## src/cpuPkg.sv

```systemverilog
package cpuPkg;

	localparam int dataWidth = 32;  // default bus width
	localparam int numRegs = 16;    // default general register count
	localparam int ctrlWidth = 32;  // width of the enable and busSelect words

	// bus source positions in busSelect, 0..15 are r0..r15
	localparam int srcHi = 16;
	localparam int srcLo = 17;
	localparam int srcZHi = 18;
	localparam int srcZLo = 19;
	localparam int srcPc = 20;
	localparam int srcMdr = 21;
	localparam int srcInPort = 22;

	// load enable positions in enable, 0..15 are r0..r15
	localparam int enHi = 16;
	localparam int enLo = 17;
	localparam int enZIn = 18;      // Z pair takes the ALU result
	localparam int enY = 19;
	localparam int enPc = 20;
	localparam int enIncPc = 21;    // wins over enPc
	localparam int enIr = 22;
	localparam int enMar = 23;
	localparam int enMdr = 24;
	localparam int enOutPort = 25;

	typedef enum logic [3:0] {
		opAdd = 4'd0,
		opSub = 4'd1,
		opAnd = 4'd2,
		opOr  = 4'd3,
		opShl = 4'd4,
		opShr = 4'd5,
		opRol = 4'd6,
		opRor = 4'd7,
		opNeg = 4'd8,
		opNot = 4'd9,
		opMul = 4'd10,
		opDiv = 4'd11
	} aluOp_e;

endpackage

```

## src/busMux.sv

```systemverilog
`timescale 1ns/1ps

// shared bus driver
// every selected source is ORed in, so an idle select gives a zero bus
module busMux import cpuPkg::*; #(
	parameter int width = dataWidth
) (
	input  logic [ctrlWidth-1:0] busSelect,
	input  logic [width-1:0]     regs [numRegs],
	input  logic [width-1:0]     hi,
	input  logic [width-1:0]     lo,
	input  logic [width-1:0]     zHi,
	input  logic [width-1:0]     zLo,
	input  logic [width-1:0]     pc,
	input  logic [width-1:0]     mdr,
	input  logic [width-1:0]     inPort,
	output logic [width-1:0]     busOut
);

	always_comb begin
		busOut = '0;

		// general registers sit at the low select bits
		for (int i = 0; i < numRegs; i++) begin
			if (busSelect[i])
				busOut = busOut | regs[i];
		end

		if (busSelect[srcHi])
			busOut = busOut | hi;
		if (busSelect[srcLo])
			busOut = busOut | lo;
		if (busSelect[srcZHi])
			busOut = busOut | zHi;
		if (busSelect[srcZLo])
			busOut = busOut | zLo;
		if (busSelect[srcPc])
			busOut = busOut | pc;     // old PC during an increment
		if (busSelect[srcMdr])
			busOut = busOut | mdr;
		if (busSelect[srcInPort])
			busOut = busOut | inPort; // straight from the pins
	end

endmodule

```

## config.mk

```make
export PLATFORM = sky130hd
export DESIGN_NAME = busMux
export DESIGN_NICKNAME = d
export VERILOG_FILES = /design/src/cpuPkg.sv /design/src/busMux.sv
export SDC_FILE = /design/constraint.sdc
export NUM_CORES = 1
export LEC_CHECK = 0
export ABC_CLOCK_PERIOD_IN_PS = 2400
export BUFFER_PORTS_ARGS = -buffer_cell sky130_fd_sc_hd__buf_2
export CORE_AREA = 5 5 311 313
export DETAILED_ROUTE_END_ITERATION = 12
export DIE_AREA = 0 0 316 318
export PLACE_DENSITY = 0.3
export REMOVE_ABC_BUFFERS = 1
export SLEW_MARGIN = 20
export SYNTH_ARGS = -nofsm -noshare
export SYNTH_HDL_FRONTEND = slang
export SYNTH_SLANG_ARGS = --single-unit
```

## constraint.sdc

```tcl
create_clock -name vclk -period 2.4
set_clock_uncertainty 0.05 [all_clocks]
set_input_delay 0.36 -clock vclk [all_inputs]
set_output_delay 0.36 -clock vclk [all_outputs]
set_load 0.05 [all_outputs]
```

# Word level (Yosys, flattened, before mapping)
# Index checks and enable logic that the tools add are counted.
dict set report classes {
  muxes 23
  n_bitwise 22
}
# operator n
set ops {}
lappend ops {{$mux 32} 23}
lappend ops {{$or 32x32->32} 22}
dict set report totals {
  ff_bits 0
  in_bits 768
  word_cells 45
}

# Depth between registers and ports, before layout
dict set report logic_depth {
  ltp_word 45
  depth_mapped 6
  ltp_nobuf 4
}

# Worst setup path after synthesis
# OpenSTA, ideal clock, no wires.
dict set report synth_timing {
  kind {input port to output port}
  startpoint {in busSelect[13]}
  endpoint {out busOut[30]}
  arrival_time_ns 1.538
  required_time_ns 1.990
  path_slack_ns 0.452
  stages 5
  n_path_buf 1
  cell_sequence {clkbuf_1 a222oi_1 nand3_1 nor2_1 nand4_1}
}
dict set report synth_via {
  elab_chain_cells 19
}
# item line_no
set synth_lines {}
lappend synth_lines {{start: declaration} busMux.sv:8} ;# input logic [ctrlWidth-1:0] busSelect,
lappend synth_lines {{$mux 32 (*)} busMux.sv:25} ;# if (busSelect[i])
lappend synth_lines {{$or 32x32->32} busMux.sv:26} ;# busOut = busOut | regs[i];
lappend synth_lines {{$mux 32 (*)} busMux.sv:25}
lappend synth_lines {{$or 32x32->32} busMux.sv:26}
lappend synth_lines {{$mux 32 (*)} busMux.sv:25}
lappend synth_lines {{$or 32x32->32} busMux.sv:30} ;# busOut = busOut | hi;
lappend synth_lines {{$mux 32 (*)} busMux.sv:29} ;# if (busSelect[srcHi])
lappend synth_lines {{$or 32x32->32} busMux.sv:32} ;# busOut = busOut | lo;
lappend synth_lines {{[3 not listed]} --}
lappend synth_lines {{$or 32x32->32} busMux.sv:36} ;# busOut = busOut | zLo;
lappend synth_lines {{$mux 32 (*)} busMux.sv:35} ;# if (busSelect[srcZLo])
lappend synth_lines {{$or 32x32->32} busMux.sv:38} ;# busOut = busOut | pc;
lappend synth_lines {{$mux 32 (*)} busMux.sv:37} ;# if (busSelect[srcPc])
lappend synth_lines {{$or 32x32->32} busMux.sv:40} ;# busOut = busOut | mdr;
lappend synth_lines {{$mux 32 (*)} busMux.sv:39} ;# if (busSelect[srcMdr])
lappend synth_lines {{$or 32x32->32} busMux.sv:42} ;# busOut = busOut | inPort;
lappend synth_lines {{$mux 32 (*)} busMux.sv:41} ;# if (busSelect[srcInPort])
lappend synth_lines {{end: declaration} busMux.sv:17} ;# output logic [width-1:0] busOut
# Mark *: on every way between the ends. The rest lies on a longest branch, timed or not.

# Worst setup path in the final report
dict set report layout_timing {
  startpoint {in busSelect[18]}
  endpoint {out busOut[21]}
}
dict set report layout_via {
  elab_chain_cells 9
}
# item line_no
set layout_lines {}
lappend layout_lines {{$mux 32 (*)} busMux.sv:33} ;# if (busSelect[srcZHi])
lappend layout_lines {{$or 32x32->32} busMux.sv:36}
lappend layout_lines {{$mux 32 (*)} busMux.sv:35}
lappend layout_lines {{$or 32x32->32} busMux.sv:38}
lappend layout_lines {{$mux 32 (*)} busMux.sv:37}
lappend layout_lines {{$or 32x32->32} busMux.sv:40}
lappend layout_lines {{$mux 32 (*)} busMux.sv:39}
lappend layout_lines {{$or 32x32->32} busMux.sv:42}
lappend layout_lines {{$mux 32 (*)} busMux.sv:41}
# Marks and branches as above.

==> results.md <==
- Status: complete, no violations
- DRT Wirelength: around 93 mm
- Worst slew margin: 0.591
- RSZ-0062 raised after global routing: true
- Synth top area cells: a22oi_1 (51%), nand4_1 (9.3%), a222oi_1 (8.5%)
- Syn_area_per_cell: 6.90 µm²
- Top cell type's share of synthesized area: 0.507
- Fillers: approximately 11000
- CLK BUF: 0
- Yosys top cell by area: a22oi_1
- Crit Path Max Fanout: 15
- Antenna violations before repair: about 90
- Synthesis-to-finish area growth: 177%
- Site row count: ~110
- Final Hold Viols: 0
- Minimum clock period: 2.36 ns
- WS Path Type: in2out
- Congestion Overflow GR: 0
- Via count: 10400
- Number of global-route vias before repair: 10700
- Most common cell in the netlist: a22oi_1
- Seq Cell Count: 0
- Worst EP required: 1.99 ns
- First-pass GRT wire length: about 110 mm
- Cell variety after synth: 13
- Die Width: around 320 µm
- Share of layout cells above drive strength 1: 0.658
- Total global routing track utilization: 0.172
- Die area: 100000 µm²
- Crit path buf inv count: 3
- Fmax: approximately 420 MHz
- I/O Buffers: 791
- Post-route design area: 10500 µm²
- Synthesized cell area: around 3800 µm²
- PD cells: 188 nW/µm²
- Worst EP arrival: 1.95 ns
- Remaining DRCs: 0
- Wire per inst: 35.2 µm
- ANT nets after route: 0
- Cells after Synth: roughly 550
- Crit path cell chain: buf_2 > buf_12 > a222oi_1 > nand3_1 > nor2_1 > nand4_1 > buf_12
- DPL Wire Length: between 80 and 90 mm
- Final Max Tran Viols: 0
- Core box area: approximately 94000 µm²
- Post-synth top cells: a22oi_1 (256), nand4_1 (56), clkbuf_1 (46)
- Worst hold path type: in2out
- Placed insts: around 2600
- Maximum vdd drop: 0.0508 mV
- Final core occ: 0.112
- Delay-heaviest family, CP: buffers and inverters
- I/O Pins: 800
- Period Utilization, post-route: 0.981
- Chip Height: 318 µm
- Sequential share of the synthesized area: 0
- DR iter-0 viols: 1077
- Critical Path End Type: output port
- Final net count: 2142
- CP Launch Type: input pin
- Final setup viols: 0
- Yosys warnings: 0
- Overall power: 0.00197 W
- Largest net degree at the start of global routing: 20
- Final Wtd Congestion: 0.869
- Register area: 0 µm²
- Setup WS pre-CTS: -0.0960 ns
- Max-cap check violation count: 0
- Layout Cells excl Fill: roughly 2700
- CP max stage cell: a222oi_1
- Initial Util: 0.0403
- Setup WS post-layout: 0.0445 ns
- Dpl cell area: roughly 10000 µm²
- CTS Hold Bufs: 0
- Crit-path max cell delay: approximately 0.48 ns
- Vias/cell: just under 4
- CP dominant cell by count: buf_12
- Lkg Pwr: roughly 4.8 nW
- 1st-pass router iterations: 5
- Actual slew at the worst max-slew pin: 0.613 ns
==> layout by cell type, fill, tap and decap left out, types with 3 or more instances in the layout <==
| cell type | instances |
|---|---|
| nand4_1 | 56 |
| a221oi_1 | 26 |
| a221oi_2 | 6 |
| nand3_1 | 39 |
| buf_4 | 68 |
| a22oi_1 | 253 |
| a22oi_2 | 3 |
| or3_1 | 7 |
| nor2_1 | 24 |
| buf_2 | 778 |
| a22o_1 | 32 |
| diode_2 | 20 |
| a222oi_1 | 32 |
| buf_12 | 41 |
==> where the power goes <==
part | switching, W | leakage [nW] | internal, W | total [W]
clock network | 0 | 0.000127 | 0.000000000978 | 0.000000000979
logic | 0.00107 | 4.82 | 0.000896 | 0.00197
registers | 0 | 0 | 0 | 0
total | 0.00107 | 4.82 | 0.000896 | 0.00197
==> worst paths after layout <==
check,slack [ns],start,to,cells after the start
hold / removal,1.07,hi[7],busOut[7],4
setup / recovery,0.04,busSelect[18],busOut[21],7
==> through the flow <==
step,setup TNS (ns),hold slack (ns)
after floorplan,0,1.09
after global placement,-0.211,1.09
after detailed placement,-0.131,1.09
after CTS,-0.00630,1.07
after global routing,-0.0187,1.12
final,0,1.07
==> kinds of logic after synthesis <==
group	share of synthesized area
compound gates	0.742
simple gates	0.182
buf+inv	0.0760
==> tightest hold or removal path: stages <==
cell and delay, ns:
buf_2 0.08, a22oi_1 0.05, nand4_1 0.11, buf_6 0.16
==> routing by layer <==
layer  wire length [µm]  vias to the layer above  share of wire  global-route usage
li1                   -                     4217              -                   -
met2              41700                      908           0.45               0.279
met1              41500                     5049           0.44               0.236
met5                146                        -         0.0016                   0
met3               8090                      167          0.087              0.0394
met4               1970                       22          0.021              0.0279
==> repair_timing <==
action | CTS | global route
setup endpoints to repair | 3 | 11
buffers inserted | 1 | 3
pin swaps | 4 | 11
endpoints found under the hold margin | 0 | 0
gates resized for setup | 8 | 14
cloned | 0 | 1
==> layout make-up <==
| cell class | instances | area, µm² | area share |
|---|---|---|---|
| tap | 1265 | 1580 | 0.151 |
| timing repair buffer | 892 | 5300 | 0.505 |
| multi-input combinational | 480 | 3560 | 0.339 |
| antenna | 20 | 50.0 | 0.00477 |
(Power assumes the default switching activity.)
