--- config.mk ---
export PLATFORM = sky130hd
export DESIGN_NAME = memInterface
export DESIGN_NICKNAME = d
export VERILOG_FILES = /design/src/cpuPkg.sv /design/src/memInterface.sv
export SDC_FILE = /design/constraint.sdc
export NUM_CORES = 1
export LEC_CHECK = 0
export BUFFER_PORTS_ARGS = -buffer_cell sky130_fd_sc_hd__buf_2
export CELL_PAD_IN_SITES_DETAIL_PLACEMENT = 1
export CELL_PAD_IN_SITES_GLOBAL_PLACEMENT = 1
export CORE_MARGIN = 4
export CORE_UTILIZATION = 24
export CTS_CLUSTER_SIZE = 8
export DETAILED_ROUTE_END_ITERATION = 8
export GPL_TIMING_DRIVEN = 0
export PLACE_DENSITY_LB_ADDON = 0.08
export SYNTH_ARGS = -nofsm -noshare
export SYNTH_HDL_FRONTEND = slang
export SYNTH_SLANG_ARGS = --single-unit
--- constraint.sdc ---
create_clock -name clk -period 1.1 [get_ports clk]
set_input_delay 0.22 -clock clk [delete_from_list [all_inputs] [get_ports clk]]
set_output_delay 0.22 -clock clk [all_outputs]
set_load 0.05 [all_outputs]
--- src/cpuPkg.sv ---
package cpuPkg;

	localparam int dataWidth = 32;  // default bus width
	localparam int numRegs = 16;    // default general register count
	localparam int ctrlWidth = 32;  // width of the enable and busSelect words

	// bus source positions in busSelect, 0..15 are r0..r15
	localparam int srcHi = 16;
	localparam int srcLo = 17;
	localparam int srcZHi = 18;
	localparam int srcZLo = 19;
	localparam int srcPc = 20;
	localparam int srcMdr = 21;
	localparam int srcInPort = 22;

	// load enable positions in enable, 0..15 are r0..r15
	localparam int enHi = 16;
	localparam int enLo = 17;
	localparam int enZIn = 18;      // Z pair takes the ALU result
	localparam int enY = 19;
	localparam int enPc = 20;
	localparam int enIncPc = 21;    // wins over enPc
	localparam int enIr = 22;
	localparam int enMar = 23;
	localparam int enMdr = 24;
	localparam int enOutPort = 25;

	typedef enum logic [3:0] {
		opAdd = 4'd0,
		opSub = 4'd1,
		opAnd = 4'd2,
		opOr  = 4'd3,
		opShl = 4'd4,
		opShr = 4'd5,
		opRol = 4'd6,
		opRor = 4'd7,
		opNeg = 4'd8,
		opNot = 4'd9,
		opMul = 4'd10,
		opDiv = 4'd11
	} aluOp_e;

endpackage

--- src/memInterface.sv ---
`timescale 1ns/1ps

// memory side registers
// MAR goes off-chip, MDR takes memory data or the bus
module memInterface import cpuPkg::*; #(
	parameter int width = dataWidth
) (
	input  logic             clk,
	input  logic             rstN,
	input  logic             marEn,
	input  logic             mdrEn,
	input  logic             mdRead,   // high selects memory data
	input  logic [width-1:0] busIn,
	input  logic [width-1:0] mDataIn,
	output logic [width-1:0] mar,
	output logic [width-1:0] mdr
);

	logic [width-1:0] mdrNext;

	assign mdrNext = mdRead ? mDataIn : busIn;  // MDR input mux

	always_ff @(posedge clk) begin
		if (!rstN) begin
			mar <= '0;
			mdr <= '0;
		end else begin
			if (marEn)
				mar <= busIn;
			if (mdrEn)
				mdr <= mdrNext;
		end
	end

endmodule

After elaboration in Yosys (flattened, before gate mapping):

Index checks and enable logic that the tools add are counted.

* muxes and demuxes: 1

Operator list (number)
* 32-bit two-way mux: 1

* register bits after elaboration: 64
* output and inout bits: 64
* logic and storage cells: 3

Logic depth before layout (Yosys ltp):

Gate-level depths: netlist of the first run.

* depth after elaboration: 1
* gate-level depth with buffers: 4

Worst setup path after synthesis of the first run:

Ideal clock, no wire load.

* path type: reg-to-reg
* start point: reg, netlist name mdr[31]
* end point: reg mdr[31]
* setup time: 70 ps
* arrival time: 868 ps
* required time: 1030 ps
* setup slack: 162 ps
* stages on the path, launching flop included: 3
* buffers on the path: 0
* clock period less this slack: 938 ps
* cell sequence: dfxtp_1 > o21ai_0 > a21oi_1

RTL lines
* to (signal assigned): RTL line memInterface.sv:31 `mdr <= mdrNext;`
* to (decl): RTL line memInterface.sv:16 `output logic [width-1:0] mdr`

Final worst setup path of the first run:

* start point: reg mdr[28]
* end point: out mdr[28]

No word-level cell between the ends.

==> impl_metrics.yaml, run 1 <==
placed_design:
  routabilityCongestion: 0.6963
  portBuffers: 128
  post_dp_cell_area_um2: 3443
  dp_hpwl_um: 6146
logic_synthesis:
  synthMuxAreaShare_pct: 24.33
  synth_top_family_by_area: "multiplexers"
  syn-instance-count: 246
  syn_avg_cell_area_um2: 10.70
  synth_xor_area_share_pct: 0
  ys_ff_latch: 64
  synthSimpleGateAreaFrac_pct: 7.605
  synth_compound_area_share_pct: 12.17
  synth.distinct_cells: 12
  yosysSeqAreaShare_pct: 48.67
  synth_area_um2: 2633
  synthAdderAreaFrac_pct: 0
  ys_warn_count: 0
  syn_nets: 315
layout:
  n_antenna_cell: 0
  layout-drive-gt1-share_pct: 57.33
  area_growth_pct: 56.42
  mostFrequentLayoutCells: "buf_2, mux2i_1, dfxtp_2"
  fin_area_um2: 4118
  mostFrequentLayoutCell: "buf_2"
  final_nets: 454
  fillers: 1211
critical_path:
  crit_required_ns: 0.88
  crit_type: "flop to primary output"
  r2r_slack_ns: 0.41
  r2r_end: "mdr[31]"
  critical_path.max_stage_delay_ns: 0.36
  endpoint_kind: "primary output"
  reg2reg_from: "mdr[31]"
  crit_buf_inv: 1
  r2r_cells: 2
  worst_ep_arrival_time_ns: 0.84
  cp_max_fo: 2
  setup.worst_path.start_class: "flop"
  critPathSlowestCell: "dfxtp_2"
  critPathTopFamily: "flip-flops"
  cp_cell_sequence: "buf_8"
power_and_ir_drop:
  p_sw_share_pct: 31.33
  switchingPower_uw: 1917
  pwr-share-clk_pct: 32.4
  pwr-share-seq_pct: 42.7
  irDropWorstVdd_mv: 0.4719
  leakagePower_uw: 0.001922
  p_comb_share_pct: 24.9
  power_density_nw_per_um2: 1486
  p_int_uw: 4201
global_route:
  grt_max_degree: 11
  grt_antenna_before_repair: 0
  grt_pass1_vias: 2579
  grt-ovfl-total: 0
  grt_first_pass_wirelength_um: 13680
  grt_usage_pct: 13.57
timing:
  worst_hold_slack_ns: 0.1612
  finalMaxSlewViolations: 0
  maxSlewHeadroom_pct: 65.78
  fmax_mhz: 944.2
  finalSetupViolations: 0
  period_needed_ns: 1.059
  worst_pin_slew_ns: 0.5133
  hold_viol_final: 0
  clock_skew_ns: 0
  fin_setup_tns_ns: 0
  rsz0062_at_grt: "true"
  post-route-period-util_pct: 96.28
routing:
  drtAntennaViolNets: 0
  wl_per_cell_um: 15.69
  post_drt_via_cell_ratio: 4.360
  drt-total-wl_um: 8239
  drtIter0Drc: 51
  drc: 0
  firstDrtPassIters: 4
  vias: 2289
clock_network:
  cts_buffer_depth: 2
  cts-root-buf: "clkbuf_8"
  cts_buffers: 9
  cts_setup_buffers: 0
  cts.htree.levels: 3
  path_clk_slew_ns: 0.07
  cts_tree: "done"
  clock_latency_ns: 0.32
  numClockSinks: 64
worst_hold_path:
  hold_path_end: "mar[17]"
  worstHoldPathCells: 3
  hold_class: "input pin to flop"
  holdCritStartpoint: "busIn[17]"
floorplanning:
  num_rows: 37
  die_x_um: 112.7
  initial_core_util_pct: 25.05
  design.core.area_um2: 10510
  die_h_um: 112.7
  dieArea_um2: 12710
  boundaryPins: 133
flow_run:
  maxCapViolations: 0
outcome:
  outcome: "finished clean"
## registers in the layout (all words and copies together), names as in the netlist
signal and flops:
mdr 32, mar 32
## metal layers
layer | global-route usage, % | part of all wire (%)
met2 | 21.80 | 47
met1 | 16.99 | 44
met3 | 4.385 | 7.4
met4 | 5.048 | 1.4
met5 | 0 | 0
## final cells by class
class,count,area (um2),area share (%)
well taps,136,170.2,4.132
clock buffers,11,141.4,3.434
repair buffers,128,1049,25.46
clock inverters,4,45.04,1.094
flip-flops and latches,64,1361,33.06
multi-input cells,160,1161,28.20
plain buffers,22,190.2,4.619
## cell families (layout without fill, tap and decap cells)
group           Yosys count  after routing
compound gates           64             64
mux                      64             64
flops                    64             64
simple gates             32             32
buf+inv                  22            165
## Yosys cell counts, drive strengths merged
cell	number	area [um2]
o21ai	32	160.2
dfxtp	64	1281
a21oi	32	160.2
nor2b	32	200.2
clkbuf	5	18.77
mux2i	64	640.6
buf	17	171.4
## worst max path at each step
stage / start / endpoint / depth (start not counted)
2_1_floorplan: mdr[31] / mdr[31] / 2
3_3_place_gp: rstN / mar[19] / 3
3_5_place_dp: rstN / mar[4] / 3
4_1_cts: mdr[5] / mdr[5] / 1
5_1_grt: mdr[22] / mdr[22] / 1
6_report: mdr[28] / mdr[28] / 1
## through the flow
step | total power, uW | util, % | setup slack (ns) | std cells
2_1_floorplan | 3540 | - | 0.1618 | 246
3_3_place_gp | 3939 | 32.77 | -0.01732 | 510
3_5_place_dp | 3950 | 32.77 | -0.04909 | 510
4_1_cts | 6217 | 38.54 | 0.00003353 | 525
5_1_grt | 6463 | 39.18 | -0.001649 | 525
6_report | 6119 | 39.18 | 0.04087 | 525
## power by group through the flow
| stage | Clock [uW] | Sequential, uW | Combinational (uW) |
|---|---|---|---|
| after CTS | 2090 | 2590 | 1540 |
| after global routing | 2200 | 2640 | 1620 |
| after global placement | 0 | 2590 | 1350 |
| after detailed placement | 0 | 2600 | 1350 |
| after floorplan | 0 | 3140 | 402 |
| final | 1980 | 2610 | 1520 |
## timing repair
item                                    4_1_cts  5_1_grt
resized for setup                           144       50
endpoints found under the setup margin       64       50
hold buffers                                  0        0
Power figures use the tool's default switching activity.
==> run 2, diff against run 1 <==
--- a/config.mk
+++ b/config.mk
@@ -9,10 +9,11 @@
 export CELL_PAD_IN_SITES_DETAIL_PLACEMENT = 1
 export CELL_PAD_IN_SITES_GLOBAL_PLACEMENT = 1
 export CORE_MARGIN = 4
-export CORE_UTILIZATION = 24
+export CORE_UTILIZATION = 33
 export CTS_CLUSTER_SIZE = 8
 export DETAILED_ROUTE_END_ITERATION = 8
 export GPL_TIMING_DRIVEN = 0
+export HOLD_SLACK_MARGIN = 0.15
 export PLACE_DENSITY_LB_ADDON = 0.08
 export SYNTH_ARGS = -nofsm -noshare
 export SYNTH_HDL_FRONTEND = slang
==> impl_metrics.yaml, run 2 (synthesis gave the netlist of run 1 again) <==
routing:
  drt-total-wl_um: 7962
  vias: 2324
  wl_per_cell_um: 16.15
  drtIter0Drc: 41
  post_drt_via_cell_ratio: 4.714
  drc: 0
  firstDrtPassIters: 4
  drtAntennaViolNets: 0
power_and_ir_drop:
  irDropWorstVdd_mv: 0.6237
  pwr-share-clk_pct: 31.7
  p_sw_share_pct: 31.39
  switchingPower_uw: 1895
  p_comb_share_pct: 25.1
  p_int_uw: 4143
  leakagePower_uw: 0.001914
  pwr-share-seq_pct: 43.1
  power_density_nw_per_um2: 1491
floorplanning:
  boundaryPins: 133
  die_x_um: 97.32
  initial_core_util_pct: 34.07
  dieArea_um2: 9470
  die_h_um: 97.32
  num_rows: 32
  design.core.area_um2: 7727
critical_path:
  critical_path.max_stage_delay_ns: 0.36
  critPathTopFamily: "flip-flops"
  worst_ep_arrival_time_ns: 0.86
  critPathSlowestCell: "dfxtp_1"
  crit_type: "flop to primary output"
  crit_required_ns: 0.88
  setup.worst_path.start_class: "flop"
  cp_cell_sequence: "buf_6"
  crit_buf_inv: 1
  endpoint_kind: "primary output"
  cp_max_fo: 2
layout:
  mostFrequentLayoutCells: "buf_2, buf_6, mux2i_1"
  final_nets: 455
  area_growth_pct: 53.80
  mostFrequentLayoutCell: "buf_2"
  finalCoreUtilization_pct: 52.40
  reg_top3: "mar x32, mdr x32"
  layout-drive-gt1-share_pct: 52.17
  n_antenna_cell: 0
  final_cells: 493
  fin_area_um2: 4049
global_route:
  gr-usage-met1_pct: 19.59
  grt_first_pass_wirelength_um: 12700
  grt.busiest_layer: "met2"
  grt-ovfl-total: 0
  grt_antenna_before_repair: 0
  grt_usage_pct: 16.71
  met2_usage_pct: 28.77
  grt_max_degree: 11
  grt_pass1_vias: 2508
  met3_usage_pct: 5.025
timing:
  period_needed_ns: 1.080
  post-route-period-util_pct: 98.14
  hold_viol_final: 0
  finalMaxSlewViolations: 0
  finalSetupViolations: 0
  maxSlewHeadroom_pct: 64.38
  worst_hold_slack_ns: 0.1590
  fmax_mhz: 926.3
  clock_skew_ns: 0
  worst_pin_slew_ns: 0.5343
  fin_setup_tns_ns: 0
worst_hold_path:
  hold_class: "input pin to flop"
clock_network:
  cts_setup_buffers: 0
  clock_latency_ns: 0.33
  cts_buffer_depth: 2
  path_clk_slew_ns: 0.07
  cts_tree: "done"
  cts_buffers: 9
  cts.htree.levels: 3
  cts-root-buf: "clkbuf_8"
  numClockSinks: 64
placed_design:
  routabilityCongestion: 0.7732
  dp_hpwl_um: 5737
  portBuffers: 128
  post_dp_cell_area_um2: 3401
  post-place-cells: 476
outcome:
  outcome: "finished clean"
flow_run:
  maxCapViolations: 0
[run 2: metal layers]
layer | part of all wire (%) | vias up | wire [um]
met2 | 51 | 84 | 4096
met5 | 0 | - | 0
met3 | 6.3 | 16 | 502
met4 | 2.0 | 0 | 161
met1 | 40 | 1081 | 3202
li1 | - | 1143 | -
[run 2: power by group through the flow]
stage / Combinational [uW] / Clock [uW] / Sequential, uW
5_1_grt: 1620 / 2090 / 2620
6_report: 1520 / 1920 / 2610
2_1_floorplan: 402 / 0 / 3140
3_3_place_gp: 1330 / 0 / 2590
4_1_cts: 1490 / 1980 / 2570
3_5_place_dp: 1340 / 0 / 2600
[run 2: final cells by class]
class	instances	area (um2)
multi-input combinational	160	1161
buffer	22	190.2
timing repair buffer	129	1051
clock inverter	4	45.04
sequential	64	1339
fill	887	3679
tap	102	127.6
clock buffer	12	135.1
[run 2: worst paths after layout]
kind / startpoint / cells after the start / end / slack (ns)
worst max register to register: mdr[2] / 2 / mdr[2] / 0.39
worst max-delay path: mar[2] / 1 / mar[2] / 0.02
worst min-delay path: busIn[12] / 3 / mar[12] / 0.16
worst min register to register: mdr[28] / 2 / mdr[28] / 0.52
[run 2: per-stage QoR]
stage	setup WS [ns]	total power, uW
after global placement	0.02454	3916
after detailed placement	-0.0004436	3937
after global routing	-0.007092	6333
after floorplan	0.1618	3540
after CTS	0.00009193	6031
final	0.02048	6038
[run 2: what timing repair did]
action	in CTS	in global routing
gates cloned	0	0
endpoints found under the setup margin	64	58
endpoints found under the hold margin	1	0
hold buffers	1	0
gates resized for setup	102	72
[run 2: worst register-to-register path: stages (launching register included)]
cell	delay, ns
dfxtp_2	0.33
o21ai_0	0.19
a21oi_1	0.06
==> run 3, diff against run 2 <==
--- a/config.mk
+++ b/config.mk
@@ -8,7 +8,8 @@
 export BUFFER_PORTS_ARGS = -buffer_cell sky130_fd_sc_hd__buf_2
 export CELL_PAD_IN_SITES_DETAIL_PLACEMENT = 1
 export CELL_PAD_IN_SITES_GLOBAL_PLACEMENT = 1
-export CORE_MARGIN = 4
+export CORE_ASPECT_RATIO = 0.8
+export CORE_MARGIN = 2
 export CORE_UTILIZATION = 33
 export CTS_CLUSTER_SIZE = 8
 export DETAILED_ROUTE_END_ITERATION = 8
==> impl_metrics.yaml, run 3 (synthesis gave the netlist of run 1 again) <==
critical_path:
  worst_ep_arrival_time_ns: 0.85
  critPathTopFamily: "flip-flops"
  critical_path.max_stage_delay_ns: 0.35
  critPathSlowestCell: "dfxtp_2"
  setup.worst_path.start_class: "flop"
  cp_cell_sequence: "buf_6"
  endpoint_kind: "primary output"
  crit_buf_inv: 1
  crit_type: "flop to primary output"
  crit_required_ns: 0.88
  cp_max_fo: 2
timing:
  finalSetupViolations: 0
  hold_viol_final: 0
  worst_slack_ns: 0.03363
  period_needed_ns: 1.066
  rsz0062_at_grt: "false"
  worst_hold_slack_ns: 0.1674
  clock_skew_ns: 0
  post-route-period-util_pct: 96.94
  finalMaxSlewViolations: 0
  maxSlewHeadroom_pct: 63.98
  worst_pin_slew_ns: 0.5403
  fmax_mhz: 937.8
floorplanning:
  num_rows: 29
  design.core.area_um2: 7838
  die_x_um: 103.9
  dieArea_um2: 8712
  initial_core_util_pct: 33.59
  die_h_um: 83.89
  boundaryPins: 133
power_and_ir_drop:
  pwr-share-seq_pct: 41.7
  leakagePower_uw: 0.001970
  power_uw: 6263
  pwr-share-clk_pct: 33.5
  irDropWorstVdd_mv: 0.7039
  p_sw_share_pct: 30.62
  power_density_nw_per_um2: 1495
  p_int_uw: 4345
  p_comb_share_pct: 24.8
  switchingPower_uw: 1918
layout:
  n_antenna_cell: 0
  layout-drive-gt1-share_pct: 55.14
  mostFrequentLayoutCell: "buf_2"
  mostFrequentLayoutCells: "buf_2, buf_6, mux2i_1"
  area_growth_pct: 59.13
  fillers: 905
  final_nets: 464
  reg_top3: "mar x32, mdr x32"
clock_network:
  cts_buffer_depth: 2
  numClockSinks: 64
  cts-root-buf: "clkbuf_8"
  clock_latency_ns: 0.33
  cts.htree.levels: 3
  cts_buffers: 9
  path_clk_slew_ns: 0.07
  cts_tree: "done"
routing:
  post_drt_via_cell_ratio: 4.655
  drc: 0
  vias: 2360
  drtIter0Drc: 42
  drtAntennaViolNets: 0
  wl_per_cell_um: 15.90
  firstDrtPassIters: 4
  drt-total-wl_um: 8060
outcome:
  outcome: "finished clean"
global_route:
  grt_max_degree: 11
  grt_usage_pct: 19.20
  grt_antenna_before_repair: 0
  grt_first_pass_wirelength_um: 13130
  grt_pass1_vias: 2567
  grt-ovfl-total: 0
placed_design:
  routabilityCongestion: 0.7127
  dp_hpwl_um: 5561
  portBuffers: 128
  pre_cts_ws_ns: -0.04020
worst_hold_path:
  hold_class: "input pin to flop"
flow_run:
  maxCapViolations: 0
==> run 3: final timing paths <==
| path | from | to | slack, ns | cells after the start |
|---|---|---|---|---|
| worst max-delay path | mdr[17] | mdr[17] | 0.03 | 1 |
| worst min-delay path | busIn[10] | mar[10] | 0.17 | 3 |
| worst max register to register | mdr[25] | mdr[25] | 0.40 | 2 |
| worst min register to register | mar[8] | mar[8] | 0.52 | 2 |
==> run 3: power groups by stage <==
stage | clock, uW | combinational (uW) | sequential (uW)
finish | 2100 | 1550 | 2610
CTS | 2170 | 1550 | 2580
floorplan | 0 | 402 | 3140
global placement | 0 | 1330 | 2590
global route | 2260 | 1650 | 2630
detailed placement | 0 | 1340 | 2590
==> run 3: layer usage <==
metal	track usage, %	share of wire (%)	vias to the layer above
met4	6.757	1.9	0
met5	0	0	-
met2	31.40	47	82
li1	-	-	1154
met3	7.416	7.2	14
met1	23.07	44	1110
==> run 3: final cells by class <==
class,instances,area [um2],area share (%)
sequential,64,1356,32.38
multi-input combinational,160,1161,27.72
timing repair buffer,138,1141,27.24
buffer,22,190.2,4.540
clock buffer,12,165.2,3.943
tap,108,135.1,3.226
clock inverter,3,40.04,0.9558
==> run 3: per-stage QoR <==
step	instance area, um2	utilization, %	TNS (ns)	std cells
2_1_floorplan	2633	-	0	246
3_3_place_gp	3408	43.49	0	482
3_5_place_dp	3408	43.49	-0.1440	482
4_1_cts	4094	52.24	0	507
5_1_grt	4189	53.45	0	507
6_report	4189	53.45	0	507
==> run 3: what timing repair did <==
| action | in CTS | in global routing |
|---|---|---|
| hold buffers | 10 | 0 |
| buffers inserted | 0 | 0 |
| pin swaps | 0 | 0 |
| hold endpoints to repair | 10 | 0 |
| resized for setup | 128 | 60 |
| endpoints found under the setup margin | 64 | 54 |
