--- src/cpuPkg.sv ---
package cpuPkg;

	localparam int dataWidth = 32;  // default bus width
	localparam int numRegs = 16;    // default general register count
	localparam int ctrlWidth = 32;  // width of the enable and busSelect words

	// bus source positions in busSelect, 0..15 are r0..r15
	localparam int srcHi = 16;
	localparam int srcLo = 17;
	localparam int srcZHi = 18;
	localparam int srcZLo = 19;
	localparam int srcPc = 20;
	localparam int srcMdr = 21;
	localparam int srcInPort = 22;

	// load enable positions in enable, 0..15 are r0..r15
	localparam int enHi = 16;
	localparam int enLo = 17;
	localparam int enZIn = 18;      // Z pair takes the ALU result
	localparam int enY = 19;
	localparam int enPc = 20;
	localparam int enIncPc = 21;    // wins over enPc
	localparam int enIr = 22;
	localparam int enMar = 23;
	localparam int enMdr = 24;
	localparam int enOutPort = 25;

	typedef enum logic [3:0] {
		opAdd = 4'd0,
		opSub = 4'd1,
		opAnd = 4'd2,
		opOr  = 4'd3,
		opShl = 4'd4,
		opShr = 4'd5,
		opRol = 4'd6,
		opRor = 4'd7,
		opNeg = 4'd8,
		opNot = 4'd9,
		opMul = 4'd10,
		opDiv = 4'd11
	} aluOp_e;

endpackage

--- src/regFile.sv ---
`timescale 1ns/1ps

// general purpose registers r0..r(nRegs-1)
// r0 is an ordinary register, no hardwired zero
module regFile import cpuPkg::*; #(
	parameter int width = dataWidth,
	parameter int nRegs = numRegs
) (
	input  logic              clk,
	input  logic              rstN,
	input  logic [nRegs-1:0]  regEnable, // one load bit per register
	input  logic [width-1:0]  busIn,
	output logic [width-1:0]  regs [nRegs]
);

	logic [width-1:0] regQ [nRegs];

	always_ff @(posedge clk) begin
		if (!rstN) begin
			for (int i = 0; i < nRegs; i++) begin
				regQ[i] <= '0;
			end
		end else begin
			for (int i = 0; i < nRegs; i++) begin
				if (regEnable[i])
					regQ[i] <= busIn;  // several may load the same value
			end
		end
	end

	// drive the output array from the storage
	always_comb begin
		for (int i = 0; i < nRegs; i++) begin
			regs[i] = regQ[i];
		end
	end

endmodule

--- config.mk ---
export PLATFORM = sky130hd
export DESIGN_NAME = regFile
export DESIGN_NICKNAME = d
export VERILOG_FILES = /design/src/cpuPkg.sv /design/src/regFile.sv
export SDC_FILE = /design/constraint.sdc
export NUM_CORES = 1
export LEC_CHECK = 0
export BUFFER_PORTS_ARGS = -buffer_cell sky130_fd_sc_hd__buf_4
export CAP_MARGIN = 20
export CELL_PAD_IN_SITES_DETAIL_PLACEMENT = 0
export CELL_PAD_IN_SITES_GLOBAL_PLACEMENT = 1
export CORE_AREA = 4 4 219 221
export CTS_CLUSTER_DIAMETER = 150
export CTS_CLUSTER_SIZE = 16
export DETAILED_ROUTE_END_ITERATION = 7
export DIE_AREA = 0 0 223 225
export GPL_TIMING_DRIVEN = 0
export PLACE_DENSITY_LB_ADDON = 0.1
export SLEW_MARGIN = 40
export SYNTH_ARGS = -nofsm -noshare
export SYNTH_HDL_FRONTEND = slang
export SYNTH_SLANG_ARGS = --single-unit
--- constraint.sdc ---
create_clock -name clk -period 1.87 [get_ports clk]
set_input_delay 0.187 -clock clk [delete_from_list [all_inputs] [get_ports clk]]
set_output_delay 0.187 -clock clk [all_outputs]
set_load 0.03 [all_outputs]
; ---- After elaboration in Yosys (flattened, before gate mapping)
; Memory sizes are Yosys's and may differ from the RTL's.
; Index checks and enable logic that the tools add are counted.
; Widths: inputs -> output; s select.
[word_totals]
regBits = 0
ram_bits = 512
input_bits = 50
out_inout_bits = 512
wordCells = 82
mem_count = 1
[memory_table]
columns = memory, words, word_bits, read_ports, rd_clocked_by_memory_dff, wr, line_no
row1 = regQ, 16, 32, 16, 0, 16, regFile.sv:16  ; logic [width-1:0] regQ [nRegs];
[op_classes]
muxes = 65
bitwise_logic = 16
[ops]
columns = op, n
row1 = $mux 32, 16
row2 = $mux 1, 49
row3 = $or 1x1->1, 16

; ---- Longest topological paths before layout
; Gate-level depths: netlist of the first run.
[depth]
word_depth = 4
depth_mapped = 3
ltp_nobuf = 1

; ---- Least setup slack after synthesis of the first run
; No wires, ideal clock.
[synth_path]
path_kind = input to register
from = input rstN
to = memory regQ[1][0] in the netlist's numbering, enable pin
setup_ns = 0.390
arrival_time_ns = 1.137
t_required_ns = 1.480
setup_slack_ns = 0.343
stages = 2
n_path_buf = 1
path_cell_list = clkbuf_2 or2b_1
[synth_rtl]
columns = item, line_no
row1 = start: declaration, regFile.sv:10  ; input logic rstN,
row2 = end: declaration, regFile.sv:16

==> flow_summary.yaml, run 1 <==
run_status:
  outcome: "completed"
clock_tree:
  ctsResizeCount: 0
  numCtsBuffers: 37
  path_clk_slew_ns: 0.07
  cts_max_level: 2
  cts_sinks: 512
  cts_tree: "done"
  clockBufferDepth: 3
  root_buffer: "clkbuf_16"
synthesis:
  yosysSeqAreaShare: 0.849
  synthTopCellsByArea: "edfxtp_1 85%, and3_1 11%, clkbuf_1 1.3%"
  synth_nets: 1032
  yosys_warnings: 0
  syn_area_per_cell_um2: 18.4
  ys_seq_elements: 512
  netlist.area_leader.share: 0.849
  netlist_area_um2: 18100
  yosysUniqueCellTypes: 8
  synth_cells: 982
  synth_top_cell_by_area: "edfxtp_1"
floorplan:
  num_rows: 79
  die_area_um2: 50200
  die_y_um: 225
  pin_count: 562
  die_w_um: 223
  initial_core_util: 0.392
  core_area_um2: 46200
power_and_ir_drop:
  p_per_area_nw_per_um2: 1050
  ir_worst_vdd_mv: 0.622
  leakagePower_uw: 0.0113
  power_uw: 26100
cells_and_area:
  top_regs: "regQ: 512 flops"
  nets: 1686
  final_layout_size_suffix_gt1_frac: 0.408
  fillers: 3773
  regMostFlops: "regQ"
  area_delta_synth_final_pct: 37.1
  largest_register_ffs: 512
  num_antenna_cells: 0
  fin_area_um2: 24800
  layout.area.seq_um2: 15400
  multi_input_area_um2: 2370
  final-instance-count-excl-fill: 2243
  finish.utilization: 0.538
grt:
  grt_pass1_vias: 11200
  grt_start_max_net_pins: 33
  grt_antenna_before_repair: 1
  gr-total-overflow: 0
  track_usage: 0.227
  grt_pass1_wl_um: 83000
worst_setup_path:
  start_kind: "input pin"
  crit_fanout: 10
  crit_type: "in2reg"
  critical_path.top_delay_family: "buffers and inverters"
  crit_chain: "dlygate4sd3_1, buf_4, clkbuf_1, and2_1"
  slowest_delay_ns: 0.56
  cp.required_ns: 2.22
  crit_path_top_delay_cell: "clkbuf_1"
  critPathArrivalTime_ns: 1.76
  endpoint_kind: "register"
  crit_buf_inv: 3
sta:
  slew_violations: 0
  post-route-period-util: 0.756
  min_period_ns: 1.41
  setup_viol: 0
  setup_slack_ns: 0.456
  rsz0062_at_grt: "no"
  worstMarginPinSlew_ns: 0.778
  max_freq_mhz: 707
  hold_viol: 0
  slew_headroom: 0.482
placed_design:
  portBuffers: 560
  pre_cts_ws_ns: 0.153
  hpwl_um: 44700
  dp_cells: 2161
  placed_area_um2: 23400
  gp_congestion: 0.845
detailed_routing:
  met1_length_um: 23000
  dr_wl_met2_um: 28800
  vias: 11200
  postRouteAntennaNets: 0
  wire_per_inst_um: 26.3
  topRoutingLayerUsed: "met4"
  dr.first_iter.drc_count: 794
  drc: 0
  routed_wl_um: 59000
  drt-pass1-iter-count: 5
  wl_met3_um: 5740
  via_per_inst: 4.98
hold_path:
  hold_path.class: "in2reg"
job:
  cap_viol_max_count: 0
final cells by class:
cell class | count | area share
buffer | 102 | 0.0174
sequential | 512 | 0.619
timing repair buffer | 615 | 0.199
multi-input combinational | 368 | 0.0956
clock buffer | 37 | 0.0373
clock inverter | 2 | 0.000706
tap | 607 | 0.0306
through the flow:
step	hold WS, ns	TNS, ns
2_1_floorplan	0.410	0
3_3_place_gp	0.507	-130.99
3_5_place_dp	0.510	0
4_1_cts	0.000667	0
5_1_grt	0.0249	0
6_report	0.0413	0
cells by family after synthesis:
kind of cell,after synthesis,share of synthesized area
buf+inv,102,0.0238
flops,512,0.849
simple gates,368,0.127
final timing paths:
kind / from / end / cells after the start
min: regEnable[13] / regQ[1][162] / 2
max: busIn[22] / regQ[1][214] / 4
what timing repair did:
item                                   CTS  global route
buffers inserted                         0             0
hold buffers                            42             1
endpoints found under the hold margin   47             1
Yosys cell counts:
library cell	count
clkbuf_1	64
and3_1	320
edfxtp_1	512
buf_2	35
or2b_1	1
clkbuf_2	3
and2_1	32
nand2b_1	15
power breakdown:
group / switching [uW] / internal, uW
combinational: 3360 / 1560
sequential: 309 / 13700
clock: 3620 / 3530
total: 7280 / 18800
metal layers:
metal	vias up	GRT usage
met5	-	0
met4	0	0.0573
met3	71	0.0817
met2	479	0.379
met1	5608	0.286
li1	5016	-
cell usage in the layout (no fill, tap or decap):
cell           synthesis  routed
buf_4                  0     560
edfxtp_1             512     512
and3_1               320     320
clkbuf_1              64      62
dlygate4sd3_1          0      43
clkbuf_16              0      37
buf_2                 35      35
and2_1                32      32
nand2b_2               0       9
buf_16                 0       9
nand2b_4               0       6
clkbuf_2               3       5
buf_12                 0       3
inv_6                  0       2
or2b_2                 0       1
(Power assumes the default switching activity.)
==> run 2: changes to the inputs <==
--- a/config.mk
+++ b/config.mk
@@ -9,11 +9,11 @@
 export CAP_MARGIN = 20
 export CELL_PAD_IN_SITES_DETAIL_PLACEMENT = 0
 export CELL_PAD_IN_SITES_GLOBAL_PLACEMENT = 1
-export CORE_AREA = 4 4 219 221
+export CORE_MARGIN = 4
+export CORE_UTILIZATION = 38
 export CTS_CLUSTER_DIAMETER = 150
 export CTS_CLUSTER_SIZE = 16
 export DETAILED_ROUTE_END_ITERATION = 7
-export DIE_AREA = 0 0 223 225
 export GPL_TIMING_DRIVEN = 0
 export PLACE_DENSITY_LB_ADDON = 0.1
 export SLEW_MARGIN = 40
==> constraint.sdc (replaced) <==
create_clock -name clk -period 1.2 [get_ports clk]
set_input_delay 0.12 -clock clk [delete_from_list [all_inputs] [get_ports clk]]
set_output_delay 0.12 -clock clk [all_outputs]
set_load 0.03 [all_outputs]
==> run 2 against run 1 <==
  * The run now ends with negative setup slack left
  * Core utilization grew 3.5 points
  * Via count grew 0.71%
  * Hold slack gained 0.047 ns
  * Die area grew 2.1%
  * Wire length grew 1.4%
  * Final cell count is essentially flat
  * Design area grew 8.0%
  * Power grew 62%
  * Sequential cell count is the same
  * Critical endpoint is now regs[320]
  * Highest routed layer unchanged
==> flow_summary.yaml, run 2 (synthesis gave the netlist of run 1 again) <==
sta:
  fin_tns_setup_ns: -8.46
  rsz0062_at_grt: "yes"
  slew_headroom: 0.559
  post-route-period-util: 1.09
  slew_violations: 0
  worstMarginPinSlew_ns: 0.662
  setup_viol: 432
  hold_viol: 0
  min_period_ns: 1.31
  setup_slack_ns: -0.105
  max_freq_mhz: 766
worst_setup_path:
  crit_path_top_delay_cell: "edfxtp_1"
  crit_buf_inv: 1
  startpoint: "regQ[0][160]"
  crit_type: "reg2out"
  crit_chain: "buf_6"
  slowest_delay_ns: 0.45
  critPathArrivalTime_ns: 1.19
  crit_fanout: 1
  cp.required_ns: 1.08
  crit_cells: 1
  start_kind: "register"
  endpoint_kind: "output pin"
  critical_path.top_delay_family: "flip-flops"
  critical_path.endpoint: "regs[320]"
power_and_ir_drop:
  pwr-share-comb: 0.204
  pwr-share-clk: 0.273
  p_per_area_nw_per_um2: 1570
  p_switching_uw: 11800
  leakagePower_uw: 0.0118
  seqPwrFrac: 0.524
  ir_worst_vdd_mv: 1.15
  internal-power_uw: 30500
  sw_frac_of_total: 0.279
grt:
  grt_antenna_before_repair: 0
  grt_start_max_net_pins: 33
  grt_pass1_wl_um: 82700
  track_usage: 0.225
  gr-total-overflow: 0
  grt_pass1_vias: 11400
cells_and_area:
  regMostFlops: "regQ"
  top_regs: "regQ: 512 flops"
  finish.utilization: 0.572
  nets: 1680
  fillers: 3751
  area_delta_synth_final_pct: 48.1
  mostFrequentLayoutCells: "512 x buf_6, 512 x edfxtp_1, 320 x and3_1, 55 x clkbuf_1, 48 x buf_4"
  final_layout_size_suffix_gt1_frac: 0.410
  largest_register_ffs: 512
  fin_area_um2: 26800
floorplan:
  pin_count: 562
  num_rows: 79
  die_y_um: 226
  die_area_um2: 51200
  initial_core_util: 0.387
  die_w_um: 226
  core_area_um2: 46900
hold_path:
  hold_path.class: "in2reg"
clock_tree:
  cts_tree: "done"
  numCtsBuffers: 37
  cts_sinks: 512
  post-cts-setup-buffers: 0
  cts_max_level: 2
  clockBufferDepth: 3
  path_clk_slew_ns: 0.08
  root_buffer: "clkbuf_16"
detailed_routing:
  wire_per_inst_um: 26.7
  via_per_inst: 5.02
  routed_wl_um: 59900
  dr.first_iter.drc_count: 784
  vias: 11300
  drc: 0
  postRouteAntennaNets: 0
  drt-pass1-iter-count: 5
run_status:
  violations: "negative setup slack"
  outcome: "finished, violations left"
placed_design:
  hpwl_um: 44500
  placed_area_um2: 23500
  portBuffers: 560
  gp_congestion: 0.815
job:
  cap_viol_max_count: 0
==> run 2: what timing repair did <==
item | 4_1_cts | 5_1_grt
hold buffers | 43 | 0
resized for setup | 512 | 4
hold endpoints to repair | 50 | 0
cloned | 0 | 0
setup endpoints to repair | 512 | 595
==> run 2: how the worst min path moves through the flow <==
stage | depth (start not counted) | end | slack (ns) | startpoint
after floorplan | 1 | regQ[0][170] | 0.34 | busIn[10]
after global placement | 2 | regQ[0][170] | 0.44 | busIn[10]
after detailed placement | 2 | regQ[0][180] | 0.44 | busIn[20]
after CTS | 2 | regQ[1][237] | 0.07 | regEnable[15]
after global routing | 2 | regQ[1][237] | 0.08 | regEnable[15]
final | 2 | regQ[1][77] | 0.09 | regEnable[10]
==> run 2: metrics by stage <==
stage | instances | hold WS [ns] | worst slack [ns] | total power (uW)
after CTS | 2245 | 0.0663 | -0.172 | 42600
after global routing | 2238 | 0.0847 | -0.161 | 43600
after global placement | 2149 | 0.437 | -1.12 | 29700
after detailed placement | 2162 | 0.445 | -0.504 | 29900
final | 2241 | 0.0883 | -0.105 | 42200
after floorplan | 982 | 0.343 | -0.235 | 26200
==> run 2: layout make-up <==
cell class	instances	area, um2	share of cell area
flip-flops and latches	512	15400	0.573
repair buffers	616	6890	0.257
multi-input cells	368	2390	0.0893
clock buffers	39	976	0.0364
well taps	607	759	0.0283
plain buffers	95	407	0.0152
clock inverters	1	8.76	0.000327
diodes	3	7.51	0.000280
==> run 2: routing by layer <==
| metal | wire length [um] | vias up | track usage |
|---|---|---|---|
| met5 | 0 | - | 0 |
| met4 | 2310 | 0 | 0.0789 |
| met3 | 5390 | 95 | 0.0799 |
| met2 | 29300 | 432 | 0.367 |
| met1 | 22900 | 5713 | 0.280 |
| li1 | - | 5013 | - |
==> run 2: power groups by stage <==
stage	clock [uW]	combinational, uW	sequential (uW)
floorplan	0	898	25300
global placement	0	7470	22200
detailed placement	0	7650	22200
CTS	11800	8660	22100
global route	12400	8890	22200
finish	11500	8590	22100
==> run 3: changes to the inputs <==
--- a/config.mk
+++ b/config.mk
@@ -5,17 +5,20 @@
 export SDC_FILE = /design/constraint.sdc
 export NUM_CORES = 1
 export LEC_CHECK = 0
+export ABC_AREA = 1
 export BUFFER_PORTS_ARGS = -buffer_cell sky130_fd_sc_hd__buf_4
 export CAP_MARGIN = 20
 export CELL_PAD_IN_SITES_DETAIL_PLACEMENT = 0
 export CELL_PAD_IN_SITES_GLOBAL_PLACEMENT = 1
+export CORE_ASPECT_RATIO = 1.75
 export CORE_MARGIN = 4
-export CORE_UTILIZATION = 38
+export CORE_UTILIZATION = 37
 export CTS_CLUSTER_DIAMETER = 150
 export CTS_CLUSTER_SIZE = 16
 export DETAILED_ROUTE_END_ITERATION = 7
 export GPL_TIMING_DRIVEN = 0
 export PLACE_DENSITY_LB_ADDON = 0.1
+export REMOVE_ABC_BUFFERS = 1
 export SLEW_MARGIN = 40
 export SYNTH_ARGS = -nofsm -noshare
 export SYNTH_HDL_FRONTEND = slang
==> run 3 against run 2 <==
  * Setup slack better by 0.045 ns
  * Maximum frequency is 3.5% higher
  * Synthesized cell count is 2.4% higher
  * Largest cell class unchanged
  * Critical path depth stayed put
  * Sequential cell count stayed put
  * Via count is 6.7% lower
  * Power is 0.93% lower
  * Wire length is 0.63% lower
  * The run still ends with negative setup slack left
  * Critical endpoint is now regs[123]
==> flow_summary.yaml, run 3 <==
detailed_routing:
  drt-pass1-iter-count: 5
  via_per_inst: 4.80
  dr.first_iter.drc_count: 643
  routed_wl_um: 59500
  vias: 10500
  postRouteAntennaNets: 0
  drc: 0
  wire_per_inst_um: 27.2
cells_and_area:
  largest_register_ffs: 512
  final_layout_size_suffix_gt1_frac: 0.402
  num_antenna_cells: 0
  mostFrequentLayoutCells: "512 x buf_6, 512 x edfxtp_1, 320 x nor2_1, 48 x inv_1, 48 x buf_4"
  area_delta_synth_final_pct: 49.0
  top_regs: "regQ: 512 flops"
  regMostFlops: "regQ"
  nets: 1655
  final-instance-count-excl-fill: 2188
synthesis:
  synth_cells: 1006
  synth_top_cell_by_area: "edfxtp_1"
  synthTopCellsByArea: "edfxtp_1 89%, nor2_1 7.0%, nand2_1 1.3%"
  ys_seq_elements: 512
  yosys-top-cells-count: "512 x edfxtp_1, 320 x nor2_1, 58 x nand2_1, 48 x inv_1, 32 x clkinv_1"
  syn_area_per_cell_um2: 17.2
  synth-edff-count: 512
  yosys_warnings: 0
  netlist_area_um2: 17300
  netlist.area_leader.share: 0.890
  async_reset_ff_frac: 0
  yosysUniqueCellTypes: 7
  yosysSeqAreaShare: 0.890
  synthFlopType: "edfxtp_1"
  synth_most_common_cell: "edfxtp_1"
floorplan:
  die_area_um2: 50300
  die_w_um: 171
  initial_core_util: 0.375
  core_area_um2: 46100
  die_y_um: 294
  pin_count: 562
  num_rows: 104
grt:
  grt_pass1_vias: 10700
  grt_pass1_wl_um: 81100
  track_usage: 0.228
  grt_antenna_before_repair: 0
  grt_start_max_net_pins: 59
  gr-total-overflow: 0
clock_tree:
  path_clk_slew_ns: 0.07
  cts_tree: "done"
  cts_max_level: 2
  cts_sinks: 512
  root_buffer: "clkbuf_16"
  clockBufferDepth: 3
  numCtsBuffers: 37
power_and_ir_drop:
  seqPwrFrac: 0.527
  sw_frac_of_total: 0.280
  pwr-share-comb: 0.201
  pwr-share-clk: 0.271
  power_uw: 41800
  p_switching_uw: 11700
  p_per_area_nw_per_um2: 1630
  leakagePower_uw: 0.0109
  internal-power_uw: 30100
  ir_worst_vdd_mv: 1.09
run_status:
  outcome: "finished, violations left"
  violations: "negative setup slack"
placed_design:
  hpwl_um: 42200
  dp_cells: 2133
  gp_congestion: 0.794
  pre_cts_ws_ns: -0.519
  portBuffers: 561
sta:
  min_period_ns: 1.26
  setup_slack_ns: -0.0609
  fin_tns_setup_ns: -1.98
  rsz0062_at_grt: "yes"
  slew_headroom: 0.593
  worstMarginPinSlew_ns: 0.610
  max_freq_mhz: 793
  slew_violations: 0
  post-route-period-util: 1.05
  hold_viol: 0
  setup_viol: 177
worst_setup_path:
  critPathArrivalTime_ns: 1.14
  crit_path_top_delay_cell: "edfxtp_1"
  endpoint_kind: "output pin"
  crit_chain: "buf_6"
  cp.required_ns: 1.08
  critical_path.top_delay_family: "flip-flops"
  crit_buf_inv: 1
  start_kind: "register"
  crit_type: "reg2out"
  slowest_delay_ns: 0.43
  crit_fanout: 1
hold_path:
  hold_path.class: "in2reg"
  hold_end: "regQ[1][77]"
  holdCritStartpoint: "busIn[13]"
  min_path_cells: 3
job:
  cap_viol_max_count: 0
run 3: cell types whose count changed after synthesis, sizes merged, moves of 15 or more:
cell    delta
and3     -320
nor2     +320
clkinv    +32
nand2b    -15
clkbuf    -61
nand2     +58
inv       +48
and2      -32
run 3: worst max path at each step:
stage	cells past startpoint	from	slack, ns	to
floorplan	2	regEnable[0]	-0.02	regQ[0][0]
global placement	2	rstN	-1.95	regQ[1][39]
detailed placement	3	rstN	-0.52	regQ[0][203]
CTS	1	regQ[1][155]	-0.1	regs[123]
global route	1	regQ[1][158]	-0.10	regs[126]
finish	1	regQ[1][155]	-0.06	regs[123]
run 3: cell type report:
class                           count  area [um2]
Fill cell                        3775       20300
Clock buffer                       38         951
Sequential cell                   512       15400
Clock inverter                      1        16.3
Tap cell                          583         729
Inverter                           80         300
Timing Repair Buffer              596        6720
Multi-Input combinational cell    378        1630
run 3: cell families (layout without fill, tap and decap cells):
logic type,count (synthesis),count (layout),synth area share
buffers and inverters,116,715,0.0274
DFF,512,512,0.890
and+or+nand+nor,378,378,0.0822
run 3: repair_timing:
| item | 4_1_cts | 5_1_grt |
|---|---|---|
| endpoints found under the setup margin | 512 | 522 |
| setup buffers | 0 | 0 |
| gates resized for setup | 512 | 3 |
| endpoints found under the hold margin | 76 | 0 |
| hold buffers | 16 | 0 |
| cloned | 0 | 0 |
run 3: through the flow:
stage	area (um2)	util	hold WS, ns
final	25700	0.558	0.0244
after global routing	25700	0.558	0.0193
after CTS	25700	0.558	0.00326
after detailed placement	22600	0.492	0.481
after global placement	22000	0.478	0.500
after floorplan	17100	-	0.365
run 3: layer usage:
| metal | track usage | share of wire | up-vias |
|---|---|---|---|
| met2 | 0.426 | 0.54 | 518 |
| met1 | 0.242 | 0.34 | 5254 |
| met5 | 0 | 0 | - |
| met3 | 0.0661 | 0.085 | 96 |
| li1 | - | - | 4636 |
| met4 | 0.0801 | 0.039 | 0 |
run 3: power by group through the flow:
stage	Sequential (uW)	Clock (uW)	Combinational [uW]
4_1_cts	22100	11700	8530
3_3_place_gp	22200	0	7360
3_5_place_dp	22200	0	7600
6_report	22100	11300	8430
5_1_grt	22200	12200	8720
2_1_floorplan	25300	0	712
